**src/hw/nco_macros.svh**
```systemverilog
/* NCO width and register address macros
   shared by the package and every RTL block */

`ifndef NCO_MACROS_SVH
`define NCO_MACROS_SVH

// one period half, also one host register word
`define NCO_DATA_W 16

// fractional bits of the fixed-point period
`define NCO_FRAC_W `NCO_DATA_W

// integer half above the fractional half
`define NCO_PERIOD_W (2 * `NCO_DATA_W)

// four host registers
`define NCO_ADDR_W 2

`endif

```
**src/hw/nco_pkg.sv**
```systemverilog
/* NCO package with the fixed-point period word
   and the host register map */

`include "nco_macros.svh"

package nco_pkg;

   // integer half sits above the fractional half
   typedef struct packed {
      logic [`NCO_DATA_W-1:0] int_part;
      logic [`NCO_FRAC_W-1:0] frac_part;
   } nco_period_s;

   // register bank fills the halves, accumulator adds the word
   typedef union packed {
      logic [`NCO_PERIOD_W-1:0] word;
      nco_period_s              half;
   } nco_period_u;

   // host register addresses
   typedef enum logic [`NCO_ADDR_W-1:0] {
      NCO_CTRL     = 2'd0,
      NCO_PER_INT  = 2'd1,
      NCO_PER_FRAC = 2'd2,
      NCO_STATUS   = 2'd3
   } nco_addr_e;

endpackage

```
**src/hw/nco_cfg_if.sv**
```systemverilog
/* NCO configuration bus from the register bank to the modulator core */

`timescale 1ns/1ps

interface nco_cfg_if
   import nco_pkg::*;
();

   // one-cycle pulse that clears the core
   logic        soft_reset;
   // core runs while high
   logic        enable;
   // committed fixed-point period, valid with period_load
   nco_period_u period;
   // one-cycle pulse once both halves are written
   logic        period_load;

   modport csr (
      output soft_reset,
      output enable,
      output period,
      output period_load
   );

   modport core (
      input soft_reset,
      input enable,
      input period,
      input period_load
   );

endinterface

```
**src/hw/nco_csr.sv**
```systemverilog
/* NCO register bank: control, period halves with paired commit,
   status, and a combinational read port */

`timescale 1ns/1ps
`include "nco_macros.svh"

module nco_csr
   import nco_pkg::*;
(
   input  logic                   clk_i,
   input  logic                   reset_i,
   input  logic                   wen_i,
   input  logic [`NCO_ADDR_W-1:0] addr_i,
   input  logic [`NCO_DATA_W-1:0] wdata_i,
   output logic [`NCO_DATA_W-1:0] rdata_o,
   nco_cfg_if.csr                 cfg
);

   logic        enable_q;
   logic        soft_reset_q;
   logic        pend_int_q;
   logic        pend_frac_q;
   logic        commit;
   logic        wr_ctrl;
   logic        wr_int;
   logic        wr_frac;
   nco_period_u period_q;

   // write decode
   assign wr_ctrl = wen_i && (addr_i == NCO_CTRL);
   assign wr_int  = wen_i && (addr_i == NCO_PER_INT);
   assign wr_frac = wen_i && (addr_i == NCO_PER_FRAC);

   // both halves in, so the pair goes to the core this cycle
   assign commit = pend_int_q & pend_frac_q;

   // control register
   // soft reset bit is never stored, it only fires one pulse
   always_ff @(posedge clk_i) begin
      if (reset_i) begin
         enable_q     <= 1'b0;
         soft_reset_q <= 1'b0;
      end else if (wr_ctrl) begin
         // a soft reset write also drops enable at once
         enable_q     <= wdata_i[0] & ~wdata_i[1];
         soft_reset_q <= wdata_i[1];
      end else begin
         soft_reset_q <= 1'b0;
      end
   end

   // period halves
   always_ff @(posedge clk_i) begin
      if (reset_i || soft_reset_q) begin
         period_q.word <= '0;
      end else begin
         if (wr_int) begin
            period_q.half.int_part <= wdata_i;
         end
         if (wr_frac) begin
            period_q.half.frac_part <= wdata_i;
         end
      end
   end

   // pending flags, one per half
   // a commit clears both, a write in the same cycle starts a new pair
   always_ff @(posedge clk_i) begin
      if (reset_i || soft_reset_q) begin
         pend_int_q  <= 1'b0;
         pend_frac_q <= 1'b0;
      end else begin
         pend_int_q  <= (pend_int_q & ~commit) | wr_int;
         pend_frac_q <= (pend_frac_q & ~commit) | wr_frac;
      end
   end

   // read port
   always_comb begin
      rdata_o = '0;
      case (nco_addr_e'(addr_i))
         NCO_CTRL: begin
            rdata_o[0] = enable_q;
         end
         NCO_PER_INT: begin
            rdata_o = period_q.half.int_part;
         end
         NCO_PER_FRAC: begin
            rdata_o = period_q.half.frac_part;
         end
         NCO_STATUS: begin
            // one half written, other still missing
            rdata_o[0] = pend_int_q ^ pend_frac_q;
         end
         default: begin
            rdata_o = '0;
         end
      endcase
   end

   // configuration bus to the core
   assign cfg.soft_reset  = soft_reset_q;
   assign cfg.enable      = enable_q;
   assign cfg.period      = period_q;
   assign cfg.period_load = commit;

endmodule

```
**src/hw/nco_phase_acc.sv**
```systemverilog
/* NCO phase accumulator: keeps the committed period plus the carried
   rounding error, and rounds it to a whole cycle count */

`timescale 1ns/1ps
`include "nco_macros.svh"

module nco_phase_acc
   import nco_pkg::*;
(
   input  logic                   clk_i,
   input  logic                   reset_i,
   input  logic                   soft_reset_i,
   input  logic                   load_i,
   input  logic                   step_i,
   input  nco_period_u            period_i,
   output logic [`NCO_DATA_W-1:0] quant_o
);

   nco_period_u              period_q;
   nco_period_u              acc_q;
   logic [`NCO_DATA_W-1:0]   int_part;
   logic [`NCO_FRAC_W-1:0]   frac_part;
   logic                     tie;
   logic                     round_up;
   logic [`NCO_PERIOD_W-1:0] step_word;

   assign int_part  = acc_q.half.int_part;
   assign frac_part = acc_q.half.frac_part;

   // fraction exactly one half
   assign tie = (frac_part == {1'b1, {(`NCO_FRAC_W-1){1'b0}}});

   // round to nearest
   // on a tie, round up when the integer part has odd parity
   always_comb begin
      if (tie) begin
         round_up = ^int_part;
      end else begin
         round_up = frac_part[`NCO_FRAC_W-1];
      end
   end

   assign quant_o = int_part + {{(`NCO_DATA_W-1){1'b0}}, round_up};

   // period minus the count just used, as a fixed-point word
   assign step_word = period_q.word - {quant_o, {`NCO_FRAC_W{1'b0}}};

   // the committed period is kept here, so a single half write
   // in the register bank does not reach the output
   always_ff @(posedge clk_i) begin
      if (reset_i || soft_reset_i) begin
         period_q.word <= '0;
         acc_q.word    <= '0;
      end else if (load_i) begin
         period_q <= period_i;
         acc_q    <= period_i;
      end else if (step_i) begin
         // residue stays within half a cycle
         acc_q.word <= acc_q.word + step_word;
      end
   end

endmodule

```
**src/hw/nco_clk_gen.sv**
```systemverilog
/* NCO clock generator: modulo counter against the quantized period,
   with a registered half-period compare as the output clock */

`timescale 1ns/1ps
`include "nco_macros.svh"

module nco_clk_gen (
   input  logic    clk_i,
   input  logic    reset_i,
   nco_cfg_if.core cfg,
   output logic    clk_o
);

   logic [`NCO_DATA_W-1:0] quant;
   logic [`NCO_DATA_W-1:0] cnt_q;
   logic [`NCO_DATA_W:0]   cnt_inc;
   logic                   wrap;
   logic                   step;
   logic                   clk_int;

   nco_phase_acc u_phase_acc (
      .clk_i       (clk_i),
      .reset_i     (reset_i),
      .soft_reset_i(cfg.soft_reset),
      .load_i      (cfg.period_load),
      .step_i      (step),
      .period_i    (cfg.period),
      .quant_o     (quant)
   );

   // one extra bit so the compare never overflows
   assign cnt_inc = {1'b0, cnt_q} + (`NCO_DATA_W + 1)'(1);

   // last cycle of the current output period
   assign wrap = (cnt_inc >= {1'b0, quant});

   // accumulator moves once per output period
   assign step = cfg.enable & wrap;

   // high in the second half of the count
   assign clk_int = (cnt_q > (quant >> 1));

   // modulo counter
   always_ff @(posedge clk_i) begin
      if (reset_i || cfg.soft_reset || cfg.period_load) begin
         cnt_q <= '0;
      end else if (cfg.enable) begin
         if (wrap) begin
            cnt_q <= '0;
         end else begin
            cnt_q <= cnt_inc[`NCO_DATA_W-1:0];
         end
      end
   end

   // output clock, held while disabled
   always_ff @(posedge clk_i) begin
      if (reset_i || cfg.soft_reset) begin
         clk_o <= 1'b0;
      end else if (cfg.enable) begin
         clk_o <= clk_int;
      end
   end

endmodule

```
**src/hw/nco_top.sv**
```systemverilog
/* NCO top level: host register bank feeding the fractional
   clock divider core over the configuration bus */

`timescale 1ns/1ps
`include "nco_macros.svh"

module nco_top (
   // system
   input  logic                   clk_i,
   input  logic                   reset_i,

   // host write side
   input  logic                   wen_i,
   input  logic [`NCO_ADDR_W-1:0] addr_i,
   input  logic [`NCO_DATA_W-1:0] wdata_i,

   // host read side, selected by addr_i
   output logic [`NCO_DATA_W-1:0] rdata_o,

   // divided clock
   output logic                   clk_o
);

   // configuration bus between bank and core
   nco_cfg_if cfg_bus ();

   // host registers
   nco_csr u_csr (
      .clk_i  (clk_i),
      .reset_i(reset_i),
      .wen_i  (wen_i),
      .addr_i (addr_i),
      .wdata_i(wdata_i),
      .rdata_o(rdata_o),
      .cfg    (cfg_bus.csr)
   );

   // modulator core
   nco_clk_gen u_clk_gen (
      .clk_i  (clk_i),
      .reset_i(reset_i),
      .cfg    (cfg_bus.core),
      .clk_o  (clk_o)
   );

endmodule

```
**config.mk**
```make
export PLATFORM = sky130hd
export DESIGN_NAME = nco_top
export DESIGN_NICKNAME = d
export VERILOG_FILES = /design/src/hw/nco_pkg.sv /design/src/hw/nco_cfg_if.sv /design/src/hw/nco_csr.sv /design/src/hw/nco_phase_acc.sv /design/src/hw/nco_clk_gen.sv /design/src/hw/nco_top.sv
export VERILOG_INCLUDE_DIRS = /design/src /design/src/hw
export SDC_FILE = /design/constraint.sdc
export NUM_CORES = 1
export LEC_CHECK = 0
export ABC_AREA = 1
export BUFFER_PORTS_ARGS = -buffer_cell sky130_fd_sc_hd__buf_4
export CORE_MARGIN = 2
export CORE_UTILIZATION = 63
export DETAILED_ROUTE_END_ITERATION = 10
export HOLD_SLACK_MARGIN = 0.02
export PLACE_DENSITY = 0.81
export SLEW_MARGIN = 20
export SYNTH_ARGS = -nofsm -noshare
export SYNTH_HDL_FRONTEND = slang
export SYNTH_SLANG_ARGS = --single-unit
```
**constraint.sdc**
```tcl
create_clock -name clk_i -period 4.61 [get_ports clk_i]
set_clock_uncertainty 0.05 [all_clocks]
set_input_delay 0 -clock clk_i [delete_from_list [all_inputs] [get_ports clk_i]]
set_output_delay 0 -clock clk_i [all_outputs]
set_load 0.05 [all_outputs]
```
# After elaboration in Yosys (flattened, before gate mapping)
# Cells that the tools add are included.
# word_totals
output_inout_bits	17
register_bits	117
elab_cells	46
# op_classes
n_reduce_logical	9
bitwise	11
magnitude_cmp	2
add_sub_neg	4
n_eq_ne	4
n_mux	6
# ops
cell	count
$mux 32	2
$add 32x32->32	1
$sub 32x32->32	1
$pmux 15 s2	1
$add 16x1->17 const B	1
$ge 17x16->1	1
$add 16x1->16	1
$eq 16x16->1 const B	1
$gt 16x15->1	1
$mux 16	1
$reduce_xor 16->1	1
$and 1x1->1	5
$eq 2x2->1 const B	2
$pmux 1 s4	1
$logic_and 1x1->1	3
$not 1->1	3
$eq 2x1->1 const B	1
$logic_not 2->1	1
$logic_or 1x1->1	2
$or 1x1->1	2
$reduce_bool 2->1	1
$reduce_or 2->1	1
$mux 1	1
$xor 1x1->1	1

# Logic depth before layout (Yosys ltp)
# Gate-level depths: netlist of the first run.
# logic_depth
depth_word	7
ltp_mapped	34

# Cells and area by module
# Synthesis of the first run repeated with hierarchy kept, for this count alone.
# hier_totals
hier_cells	1510
hier_area_um2	9511.6
# modules_own_cells
mod	area_per_inst_um2	cells_per_inst	instances
nco_phase_acc	5876.9	976	1
nco_clk_gen	1965.6	303	1
nco_csr	1669.1	231	1

# Least setup slack after synthesis of the first run
# No wires, ideal clock.
# synth_timing
path_type	reg2reg
start	register u_clk_gen.u_phase_acc.acc_q[22] in the netlist's numbering
end	register u_clk_gen.u_phase_acc.acc_q[15] in the netlist's numbering
n_path_buf	1
setup_ns	0.070
required_time_ns	4.490
setup_slack_ns	0.573
arrival_ns	3.917
path_stages_with_launch	27
period_less_slack_ns	4.037
path_cell_list	dfxtp_1 ha_1 xnor2_1 xnor2_1 xnor2_1 xor2_1 nand2_1 nand2_1 inv_1 ha_1 nand3_1 nor2_1 nand2_1 nor2_1 nand3_1 nor2_1 xnor2_1 ha_1 nand4_1 nor4_1 nand2_1 nand3_4 nand2_4 nand2_4 buf_6 nand2_1 a21oi_1
# synth_between
elab_chain_cells	6
# synth_lines
element	line	source
from (decl)	nco_phase_acc.sv:20	nco_period_u acc_q;
from (signal assigned)	nco_phase_acc.sv:56	acc_q <= period_i;
$reduce_xor 16->1	nco_phase_acc.sv:37	round_up = ^int_part;
$mux 1	nco_phase_acc.sv:36	if (tie) begin
$add 16x1->16 *	nco_phase_acc.sv:43	assign quant_o = int_part + {{(`NCO_DATA_W-1){1'b0}}, round_up};
$ge 17x16->1 *	nco_clk_gen.sv:35	assign wrap = (cnt_inc >= {1'b0, quant});
$and 1x1->1 *	nco_clk_gen.sv:38	assign step = cfg.enable & wrap;
$reduce_bool 2->1 (no source line) *	--	
# Every way passes the cells marked *; elsewhere a longest branch is shown, timed or not.
# A chain may end at the register's enable or synchronous reset.

# Worst setup path after layout of the first run
# layout_timing
start	register u_clk_gen.u_phase_acc.acc_q[19] in the netlist's numbering
end	register u_clk_gen.u_phase_acc.acc_q[5] in the netlist's numbering
# Same word-level chain as after synthesis.

==> results by stage, run 1 <==
Pwr:
- The standby leakage power is 5.31 nW.
- The internal power consumption is 0.00262 W.
- The power density over cell area is 426 nW/um^2.
- VDD sags by at most 0.000314 V.
- The sequential share of power is 23.8%.
- Combinational logic is responsible for 47.6% of the overall power.
- The fraction of power spent switching nets is 43.5%.
- The total power consumption of the routed design is 0.00464 W.
- Summed over all nets, the switching power comes to 0.00202 W.
- The share of total power dissipated in the clock network is 28.6%.

Critical path:
- The longest individual stage delay on the worst path is 0.37 ns.
- The worst setup path is captured at a flop.
- For the worst setup path, the data arrival time is 4.71 ns.
- The slowest stage of the critical path is the sky130_fd_sc_hd__dfxtp_1 cell.
- STA classifies the critical path startpoint as a flop.
- The cell occurring most often along the worst timing path is sky130_fd_sc_hd__nand2_1.
- Data on the critical path is required at its endpoint by 4.88 ns.
- The critical path in this run is classified as flop to flop.
- The largest fanout on the critical path is 21.

Layout:
- The final layout net count is 1,637.
- Cells fill 75.2% of the core in the end.
- The number of inserted diodes is 0.
- The count of fill cells added during filler insertion is 1,126.
- Of the cells placed in the final design, the portion with a size suffix greater than 1 is 11.1%.
- From synthesis to final layout, the design area changed by 17.0%.

Yosys:
- The synthesized design spends more area on one cell type than any other, namely sky130_fd_sc_hd__dfxtp_1.
- The synthesized design contains 0 enable-type register cells.
- In the synthesized netlist the async set-or-reset flop fraction comes to 0%.
- Summing the sequential cell areas from Yosys gives 25.2% of the chip area.
- Synthesis produced a netlist with a net count of 1,571.
- The mean cell area of the mapped netlist is 6.39 um^2.
- Among all cell types in the netlist, the one instantiated most often is sky130_fd_sc_hd__nand2_1.
- The synthesized flop and latch total is 117.
- During synthesis, Yosys emitted a total of 0 warnings.
- The top cell type by area accounts for 25.2% of the synthesized area.
- Yosys attributes the largest share of cell area to sky130_fd_sc_hd__dfxtp_1 25%, sky130_fd_sc_hd__nand2_1 15%, sky130_fd_sc_hd__ha_1 13%.
- After synthesis the cells add up to 9310 um^2.
- The number of different library cells used by synthesis comes to 45.
- Ranked by instance count, the synthesized netlist is headed by 374 x sky130_fd_sc_hd__nand2_1, 222 x sky130_fd_sc_hd__inv_1, 132 x sky130_fd_sc_hd__nor2_1, 118 x sky130_fd_sc_hd__a21oi_1, 117 x sky130_fd_sc_hd__dfxtp_1.
- Synthesis produced a netlist whose cell count is 1,456.
- The most used flip-flop cell after synthesis is sky130_fd_sc_hd__dfxtp_1.

Route:
- The detailed router finished its first iteration with 943 violations.
- The average wire per standard cell is 16.4 um.
- The remaining design rule violation count is 0.
- Using the TritonRoute via totals, the vias-per-cell ratio works out to 5.78.
- The via count of the routed design is 9,932.
- The total detailed-routing wirelength is 28,200 um.
- The count of nets left with antenna violations after detail routing is 0.
- The pre-antenna-repair detailed-routing pass consisted of 6 iterations.

Global route:
- The largest net degree at the start of global routing is 66.
- The total global routing overflow is 0.
- The number of antenna violations at the first check in global routing is 0.
- The first global-routing pass estimated 44,600 um of wire.
- For this run, the total global-route usage over all layers was measured as 34.7%.
- The via count of the first global-routing pass was 9,203.

Die:
- The initial core utilization is 64.3%.
- The floorplan has 44 rows.
- For this design the top-level I/O count stands at 38.
- The floorplan die width is 126 um.
- The floorplan die area is 15,800 um^2.
- The area of the placeable core is 14,500 um^2.
- In this run the vertical extent of the chip is 126 um.

Clock tree:
- The clock insertion delay at the later pin of the skew report is 0.43 ns.
- The clock root buffer is sky130_fd_sc_hd__clkbuf_16.
- CTS built an H-tree with a depth of 4.
- The clock passes through at most 2 buffers.
- The count of clock tree sinks is 117.
- The clock-pin slew reported for the worst setup and hold paths after clock tree synthesis is 0.07 ns.
- Counting the buffers created by CTS gives 17.
- The TritonCTS clock tree is built.

Timing:
- Static timing analysis puts the maximum clock frequency at 225 MHz.
- Dividing the final minimum period by the clock period gives 96.3%.
- For the pin with the worst max-slew slack, the measured transition is 1.10 ns.
- The clock period minus final worst setup slack is 4.44 ns.
- Setup violations remaining at the end of the flow were counted as 0.
- The worst slew margin relative to its limit is 26.1%.
- The count of pins over their slew limit was 0.
- The final-report hold violation count is 0.

Placed design:
- The post-DP HPWL is 19,900 um.
- The count of port buffers added during placement is 37.
- The final estimated routing congestion in global placement is 1.01.

Flow run:
- Max-cap violations in this run came to 0.

Min path:
- The min-delay analysis places its worst path in the category primary input to flop.

Outcome:
- The run finished with clean final reports.
## power by group through the flow
stage | combinational, W | sequential, W | clock (W)
after CTS | 0.00201 | 0.00110 | 0.00133
final | 0.00221 | 0.00110 | 0.00133
after floorplan | 0.00150 | 0.00112 | 0
after global routing | 0.00244 | 0.00111 | 0.00138
after global placement | 0.00195 | 0.00112 | 0
after detailed placement | 0.00198 | 0.00112 | 0
## per-stage QoR
| stage | area, um^2 | worst slack (ns) | setup TNS [ns] | hold WS (ns) | cells |
|---|---|---|---|---|---|
| after floorplan | 9310 | 0.573 | 0 | 0.0285 | 1456 |
| after global placement | 9800 | 0.169 | 0 | 0.136 | 1662 |
| after detailed placement | 9800 | 0.0753 | 0 | 0.138 | 1662 |
| after CTS | 10600 | 0.0865 | 0 | 0.319 | 1714 |
| after global routing | 10900 | -0.125 | -3.30 | 0.358 | 1719 |
| final | 10900 | 0.173 | 0 | 0.323 | 1719 |
## worst max-delay path, delay by kind of cell (launching register included)
kind            cells  cell delay, ns
compound gates      2            0.28
simple gates       14            1.41
fa+ha+maj           3            0.76
xor+xnor            5            0.84
flops               1            0.37
buf+inv             5            0.60
## registers in the layout, indices dropped and copies added (netlist names)
name                            count
u_clk_gen.clk_o                     1
u_clk_gen.cnt_q                    16
u_csr.cfg.period                   32
u_csr.pend_int_q                    1
u_csr.pend_frac_q                   1
u_csr.cfg.enable                    1
u_clk_gen.u_phase_acc.period_q     32
u_clk_gen.u_phase_acc.acc_q        32
u_csr.cfg.soft_reset                1
## layer usage
metal	global-route usage, %	up-vias	wire length [um]
met4	16.6	0	1310
met1	43.3	4529	11500
li1	-	4820	-
met3	6.42	100	2160
met5	0	-	0
met2	57.9	483	13200
## placed cells by master (no fill, tap or decap), types with 6 or more instances in the layout
cell                            synthesis  routed
sky130_fd_sc_hd__nor3_1                18      14
sky130_fd_sc_hd__buf_4                  2      68
sky130_fd_sc_hd__nand3_1               81      80
sky130_fd_sc_hd__nand4_1               18      18
sky130_fd_sc_hd__o22ai_1               28      28
sky130_fd_sc_hd__a21oi_1              118     114
sky130_fd_sc_hd__nor2_1               132     120
sky130_fd_sc_hd__dlygate4sd3_1          0      20
sky130_fd_sc_hd__inv_6                  0       6
sky130_fd_sc_hd__xnor2_1               30      29
sky130_fd_sc_hd__dfxtp_1              117     117
sky130_fd_sc_hd__clkbuf_16              0      17
sky130_fd_sc_hd__nor2_2                 2      12
sky130_fd_sc_hd__inv_1                222     219
sky130_fd_sc_hd__nand2_1              374     370
sky130_fd_sc_hd__nand3b_1               7       7
sky130_fd_sc_hd__nand2_2                7      11
sky130_fd_sc_hd__xor2_1                28      24
sky130_fd_sc_hd__ha_1                  94      84
sky130_fd_sc_hd__o21ai_0               90      87
## kinds of logic (layout without fill, tap and decap cells)
group	count (synthesis)	in the layout	share of synthesized area, %
muxes	1	1	0.108
AOI/OAI and AO/OA	257	257	14.8
and+or+nand+nor	655	657	29.8
xor gates and xnor gates	58	58	5.46
buffers and inverters	274	351	12.0
DFF	117	117	25.2
adders and majority gates	94	94	12.6
## timing repair
action                     CTS  global route
hold endpoints to repair    34             0
setup endpoints to repair    2            48
resized for setup            1            56
setup buffers                0             3
cloned                       0             2
pin swaps                    0            11
hold buffers                20             0
## layout make-up
class | count | area (um^2) | share of cell area (%)
repair buffers | 90 | 751 | 6.89
flip-flops and latches | 117 | 2340 | 21.5
clock inverters | 15 | 160 | 1.47
well taps | 184 | 230 | 2.11
inverters | 229 | 861 | 7.90
clock buffers | 17 | 425 | 3.91
multi-input cells | 1067 | 6120 | 56.2
## path summary, 6_finish.rpt
check / start / endpoint / slack, ns / cells after the start
worst min-delay path: wdata_i[14] / u_csr.cfg.period[14]$_SDFFE_PP0P_ / 0.32 / 4
worst max register to register: u_clk_gen.u_phase_acc.acc_q[19]$_SDFFE_PP0P_ / u_clk_gen.u_phase_acc.acc_q[5]$_SDFFE_PP0P_ / 0.17 / 29
worst max-delay path: u_clk_gen.u_phase_acc.acc_q[19]$_SDFFE_PP0P_ / u_clk_gen.u_phase_acc.acc_q[5]$_SDFFE_PP0P_ / 0.17 / 29
worst min register to register: u_clk_gen.u_phase_acc.period_q[12]$_SDFFE_PP0P_ / u_clk_gen.u_phase_acc.period_q[12]$_SDFFE_PP0P_ / 0.43 / 2
Note: power is estimated with default switching activity, not from simulation.
==> run 2: changes to the inputs <==
Clock period 4.61 ns to 4.8 ns, I/O delays scaled along.
==> results by stage, run 2 (same netlist as run 1, synthesis figures left out) <==
Timing:
- Of the available clock period, the critical path in the final layout requires 95.3%.
- The worst hold margin is 0.337 ns.
- Static timing analysis puts the maximum clock frequency at 219 MHz.
- The setup slack of the critical path after layout is 0.227 ns.
- The count of pins over their slew limit came to 0.
- The routed design could run at a clock period as short as 4.57 ns.
- The setup violation total in the final timing report is 0.
- The final-report hold violation count is 0.
- The transition at the pin with the smallest max-transition slack is 0.785 ns.
- The worst slew margin relative to its limit is 47.6%.

Clock tree:
- The clock insertion delay at the later pin of the skew report is 0.43 ns.
- The TritonCTS clock tree is built.
- The clock root buffer is sky130_fd_sc_hd__clkbuf_16.
- The number of clock buffers added by TritonCTS is 17.
- The number of levels in the clock H-tree is 4.
- The clock net in this run drives a total of 117 sinks.
- After clock tree synthesis, the clock-pin slew on the worst setup and hold paths is 0.06 ns.
- Counting along the longest clock path gives a buffer depth of 2.

Route:
- The detail route stage leaves a number of antenna-violating nets equal to 0.
- The post-detailed-route via-to-cell ratio is 5.73.
- The average wire per standard cell is 16.3 um.
- The final layout contains routed wiring with a total length of 27,800 um.
- The violation count after the first detailed-route iteration is 856.
- The first detailed-routing pass ran for 7 iterations.
- For this run, design rule violations remaining after detail routing come to 0.
- The via count of the routed design is 9,757.

Layout:
- The proportion of layout cells with a drive suffix above 1 is 8.89%.
- The count of fill cells added during filler insertion is 1,202.
- The fraction of the core area covered by cells at the end of the flow is 73.7%.
- The layout-stage area growth over the synthesis result is 14.6%.
- The most common library cell in the layout ignoring fill and taps is sky130_fd_sc_hd__nand2_1.
- Once layout is complete, the cells apart from fillers number 1,703.
- The final layout net count is 1,620.
- The design area is 10,700 um^2.
- Leaving out fill and tap cells, the most frequent cells in the layout are 372 x sky130_fd_sc_hd__nand2_1, 220 x sky130_fd_sc_hd__inv_1, 126 x sky130_fd_sc_hd__nor2_1, 117 x sky130_fd_sc_hd__a21oi_1, 115 x sky130_fd_sc_hd__dfxtp_1.

Die:
- The floorplan die width is 126 um.
- The number of ports placed on the die boundary is 38.
- For this configuration, the core starts out at a cell density of 64.3%.
- The floorplan die area is 15,800 um^2.
- The core region is 14,500 um^2.
- In this run the core area contains 44 standard-cell rows.
- The height of the chip is 126 um.

Global route:
- The via count of the first global-routing pass was 9,314.
- The largest net degree at the start of global routing is 66.
- The global-route wire length before repair is 45,500 um.
- The total global routing overflow is 0.
- The global-route usage over all layers is 35.4%.
- The number of antenna violations at the first check in global routing is 1.

Pwr:
- The worst-case IR drop observed on VDD is 0.000282 V.
- Sequential cells burn 24.3% of the power.
- Of the total power, the share spent switching nets is 42.0%.
- Dividing total power by cell area gives a power density of 412 nW/um^2.
- The internal power consumption is 0.00255 W.
- The clock network power share is 30.9%.
- Summed over all cells, the static leakage comes to 5.24 nW.
- The total net switching power is 0.00185 W.
- The logic gate share of total power is 44.8%.

Placed design:
- The placed instance count is 1,649.
- Once placement finished, the instance area stood at 9690 um^2.
- Input and output buffers added on the ports amount to 37.
- The final estimated routing congestion in global placement is 1.01.
- The worst setup slack after placement is 0.224 ns.
- Once detailed placement completed, the half-perimeter wirelength came to 20,300 um.

Flow run:
- The max-capacitance violation count is 0.

Critical path:
- STA classifies the critical path endpoint as a flop.
- The required time of the critical path is 5.09 ns.
- Of all nets on the critical path, the largest fanout is 32.
- For the worst setup path, the data arrival time is 4.86 ns.
- The critical setup path kind is flop to flop.
- The worst setup path is launched from a flop.

Min path:
- The classification of the worst-slack hold path is primary input to flop.

Outcome:
- The run finished with clean final reports.
==> run 2: cell type report <==
class                      instances  area [um^2]  area share [%]
multi-input combinational       1065         6000            56.2
sequential                       117         2340            22.0
inverter                         229          860            8.05
timing repair buffer              75          617            5.78
clock buffer                      18          429            4.02
tap                              184          230            2.16
clock inverter                    14          189            1.77
antenna                            1         2.50          0.0234
==> run 2: final timing paths <==
| kind | startpoint | to | slack, ns | cells after the start |
|---|---|---|---|---|
| worst max-delay path | u_clk_gen.u_phase_acc.acc_q[23]$_SDFFE_PP0P_ | u_clk_gen.u_phase_acc.acc_q[12]$_SDFFE_PP0P_ | 0.23 | 26 |
| worst min-delay path | wdata_i[5] | u_csr.cfg.period[21]$_SDFFE_PP0P_ | 0.34 | 4 |
| worst max register to register | u_clk_gen.u_phase_acc.acc_q[23]$_SDFFE_PP0P_ | u_clk_gen.u_phase_acc.acc_q[12]$_SDFFE_PP0P_ | 0.23 | 26 |
| worst min register to register | u_clk_gen.u_phase_acc.period_q[31]$_SDFFE_PP0P_ | u_clk_gen.u_phase_acc.period_q[31]$_SDFFE_PP0P_ | 0.43 | 2 |
==> run 2: timing repair <==
action	4_1_cts	5_1_grt
hold endpoints to repair	34	0
gates resized for setup	0	34
endpoints found under the setup margin	0	47
hold buffers	20	0
setup buffers	0	1
==> run 2: power by group through the flow <==
stage	logic [W]	registers, W	clock network [W]
2_1_floorplan	0.00144	0.00107	0
3_3_place_gp	0.00183	0.00109	0
3_5_place_dp	0.00187	0.00109	0
4_1_cts	0.00189	0.00107	0.00136
5_1_grt	0.00223	0.00108	0.00140
6_report	0.00197	0.00107	0.00136
==> run 2: per-layer routing <==
| metal | routed length, um | track usage (%) |
|---|---|---|
| met1 | 11500 | 43.7 |
| met2 | 13300 | 59.6 |
| met3 | 2140 | 7.49 |
| met4 | 906 | 15.2 |
| met5 | 0 | 0 |
==> run 2: worst max-delay path, cell delays in order (launching register included) <==
cell                       delay (ns)
sky130_fd_sc_hd__dfxtp_2         0.35
sky130_fd_sc_hd__ha_1            0.31
sky130_fd_sc_hd__xnor2_2         0.15
sky130_fd_sc_hd__xnor2_1         0.23
sky130_fd_sc_hd__xnor2_1         0.13
sky130_fd_sc_hd__xor2_1          0.16
sky130_fd_sc_hd__nand2_1         0.09
sky130_fd_sc_hd__nand2_1         0.06
sky130_fd_sc_hd__inv_1           0.12
sky130_fd_sc_hd__ha_2            0.22
sky130_fd_sc_hd__nand3_2         0.12
sky130_fd_sc_hd__nor2_2          0.15
sky130_fd_sc_hd__nand2_1         0.11
sky130_fd_sc_hd__nor2_4          0.12
sky130_fd_sc_hd__inv_1           0.10
sky130_fd_sc_hd__nor2_1          0.18
sky130_fd_sc_hd__o21ai_0         0.17
sky130_fd_sc_hd__ha_1            0.33
sky130_fd_sc_hd__nand2_1         0.06
sky130_fd_sc_hd__nor2_1          0.17
sky130_fd_sc_hd__nand4_2         0.14
sky130_fd_sc_hd__nand3b_1        0.23
sky130_fd_sc_hd__nand3_4         0.14
sky130_fd_sc_hd__nand2_4         0.09
sky130_fd_sc_hd__nand2_8         0.23
sky130_fd_sc_hd__nand2_1         0.10
sky130_fd_sc_hd__a21oi_1         0.16
==> run 2: through the flow <==
step	setup TNS [ns]	total power [W]
after global routing	-1.24	0.00471
final	0	0.00440
after detailed placement	0	0.00296
after floorplan	0	0.00251
after CTS	0	0.00432
after global placement	0	0.00292
==> run 3: changes to the inputs <==
Settings changed: CORE_UTILIZATION 63 to 65, PLACE_DENSITY 0.81 to 0.83, REMOVE_ABC_BUFFERS from default to 1.
Clock period 4.8 ns to 5.35 ns, I/O delays scaled along.
==> results by stage, run 3 (same netlist as run 1, synthesis figures left out) <==
Route:
- After detailed routing, the average wire length per cell comes to 16.4 um.
- The detail route stage leaves a number of antenna-violating nets equal to 0.
- The violation count after the first detailed-route iteration is 925.
- The post-detailed-route via-to-cell ratio is 5.75.
- The via count of the routed design is 9,705.
- The detailed-routing iteration count for the pre-antenna-repair pass is 6.
- The total detailed-routing wirelength is 27,800 um.
- The remaining design rule violation count is 0.

Die:
- Once the floorplan was initialized, standard cells occupied 66.8% of the core.
- The floorplan die area is 15,300 um^2.
- Measured along the x axis, the die boundary spans 124 um.
- In this run the count of I/O pins placed on the die edge is 38.
- Row generation in the floorplan step produced 43 rows.
- The core region is 13,900 um^2.
- The height of the chip is 124 um.

Timing:
- The final-report hold violation count is 0.
- On the final layout, the worst hold slack is 0.325 ns.
- At the pin with the least slew margin, the transition time is 0.727 ns.
- The setup violation total in the final timing report is 0.
- The count of pins over their slew limit is 0.
- The timing-limited maximum frequency is 203 MHz.
- Of the available clock period, the critical path in the final layout requires 91.9%.
- Summed over all failing endpoints, the final setup total negative slack is 0 ns.
- Setup repair after global routing left no endpoint under its margin.
- The clock period minus final worst setup slack is 4.92 ns.
- The worst slew margin relative to its limit is 51.0%.

Clock tree:
- For the worst-skew pair, the clock arrives at the later sink with an insertion delay of 0.43 ns.
- The cell sitting at the root of the clock tree is a sky130_fd_sc_hd__clkbuf_16.
- The clock net in this run drives a total of 117 sinks.
- The clock passes through at most 2 buffers.
- The number of levels in the clock H-tree is 4.
- The TritonCTS clock tree is built.
- The CTS buffer count is 17.
- The buffers inserted during post-CTS setup optimization is 0.
- The clock-pin slew reported for the worst setup and hold paths after clock tree synthesis is 0.06 ns.

Layout:
- Cells fill 74.6% of the core in the end.
- Leaving out fill and tap cells, the most frequent cell in the layout is sky130_fd_sc_hd__nand2_1.
- The area growth from synthesis to layout is 11.7%.
- The proportion of layout cells with a drive suffix above 1 is 6.89%.
- In the layout the commonest cells are 374 x sky130_fd_sc_hd__nand2_1, 221 x sky130_fd_sc_hd__inv_1, 130 x sky130_fd_sc_hd__nor2_1, 118 x sky130_fd_sc_hd__a21oi_1, 117 x sky130_fd_sc_hd__dfxtp_1.
- The final layout contains 1,612 nets.
- 0 antenna diodes ended up in the layout.

Critical path:
- The critical setup path kind is flop to flop.
- The startpoint kind of the worst setup timing path is a flop.
- The largest fanout on the critical path is 32.
- The required time of the critical path is 5.64 ns.
- The critical path data arrival time is 5.21 ns.
- The endpoint class of the critical path is a flop.

Global route:
- The global-route usage over all layers is 37.1%.
- The largest net degree at the start of global routing is 66.
- The global-route wire length before repair is 43,700 um.
- The via count of the first global-routing pass is 9,009.
- The total global routing overflow is 0.
- The number of antenna violations at the first check in global routing is 1.

Min path:
- The classification of the worst-slack hold path is primary input to flop.

Placed design:
- During placement, the flow inserted port buffers numbering 37.
- The HPWL after detailed placement is 20,300 um.
- Routability-driven placement finished with a final weighted congestion of 1.00.

Pwr:
- The standby leakage power is 5.14 nW.
- The largest voltage drop on the vdd net is 0.000225 V.
- In this run the power density over the cells is 361 nW/um^2.

Outcome:
- The flow ran to the end, and the final reports show no timing, DRC or antenna violations.

Flow run:
- Max-cap violations in this run came to 0.
## run 3: cell count changes in the layout (fill, tap and decap cells not counted), sizes merged
| cell | delta |
|---|---|
| diode | -1 |
| buf | -8 |
| bufinv | -3 |
| inv | -4 |
| clkinv | +4 |
| clkinvlp | +2 |
## run 3: through the flow
step | cell area (um^2) | instances | total power, W | setup slack, ns
2_1_floorplan | 9050 | 1411 | 0.00222 | 1.09
3_3_place_gp | 9630 | 1638 | 0.00260 | 0.530
3_5_place_dp | 9630 | 1638 | 0.00262 | 0.344
4_1_cts | 10400 | 1689 | 0.00370 | 0.153
5_1_grt | 10400 | 1689 | 0.00400 | 0.0431
6_report | 10400 | 1689 | 0.00376 | 0.432
## run 3: final timing paths
kind	endpoint	start	slack (ns)	cells past startpoint
setup / recovery	u_clk_gen.u_phase_acc.acc_q[15]$_SDFFE_PP0P_	u_clk_gen.u_phase_acc.acc_q[18]$_SDFFE_PP0P_	0.43	26
hold / removal	u_csr.cfg.period[22]$_SDFFE_PP0P_	wdata_i[6]	0.32	4
setup reg to reg	u_clk_gen.u_phase_acc.acc_q[15]$_SDFFE_PP0P_	u_clk_gen.u_phase_acc.acc_q[18]$_SDFFE_PP0P_	0.43	26
hold reg to reg	u_clk_gen.u_phase_acc.period_q[0]$_SDFFE_PP0P_	u_clk_gen.u_phase_acc.period_q[0]$_SDFFE_PP0P_	0.43	2
## run 3: where the power goes
| group | internal (W) | switching [W] | total (W) |
|---|---|---|---|
| Clock | 0.000606 | 0.000456 | 0.00106 |
| Sequential | 0.000911 | 0.0000506 | 0.000962 |
| Combinational | 0.000604 | 0.00113 | 0.00173 |
## run 3: layer usage
metal  wire length, um  part of all wire, %  vias to the layer above  track usage [%]
met5                 0                    0                        -                0
met4              1240                  4.5                        0             18.6
met3              2340                  8.4                       96             8.52
met2             12600                   45                      450             59.0
met1             11600                   42                     4390             47.0
li1                  -                    -                     4769                -
## run 3: worst max-delay path, stage by stage (launching register included)
cell	delay [ns]
sky130_fd_sc_hd__dfxtp_1	0.47
sky130_fd_sc_hd__ha_1	0.29
sky130_fd_sc_hd__xor2_1	0.15
sky130_fd_sc_hd__xnor2_1	0.14
sky130_fd_sc_hd__xnor2_1	0.25
sky130_fd_sc_hd__xor2_1	0.15
sky130_fd_sc_hd__nand2_1	0.08
sky130_fd_sc_hd__nand2_1	0.05
sky130_fd_sc_hd__inv_1	0.13
sky130_fd_sc_hd__ha_1	0.23
sky130_fd_sc_hd__nand3_2	0.15
sky130_fd_sc_hd__nor2_4	0.19
sky130_fd_sc_hd__nand2_1	0.11
sky130_fd_sc_hd__nor2_2	0.22
sky130_fd_sc_hd__inv_1	0.13
sky130_fd_sc_hd__nor2_1	0.13
sky130_fd_sc_hd__o21ai_0	0.14
sky130_fd_sc_hd__ha_1	0.34
sky130_fd_sc_hd__nand2_1	0.09
sky130_fd_sc_hd__nor2_1	0.20
sky130_fd_sc_hd__nand4_2	0.14
sky130_fd_sc_hd__nand3b_1	0.22
sky130_fd_sc_hd__nand3_4	0.13
sky130_fd_sc_hd__nand2_4	0.14
sky130_fd_sc_hd__nand2_8	0.25
sky130_fd_sc_hd__nand2_1	0.09
sky130_fd_sc_hd__a21oi_1	0.15
## run 3: repair_timing
action	CTS	global route
hold buffers	20	0
gates resized for setup	0	6
endpoints found under the hold margin	34	0
endpoints found under the setup margin	0	46
## run 3: layout make-up
class                      count  area, um^2
sequential                   117        2340
timing repair buffer          67         557
clock buffer                  18         439
tap                          180         225
fill                        1138        3540
multi-input combinational   1065        5870
inverter                     229         860
clock inverter                13         101
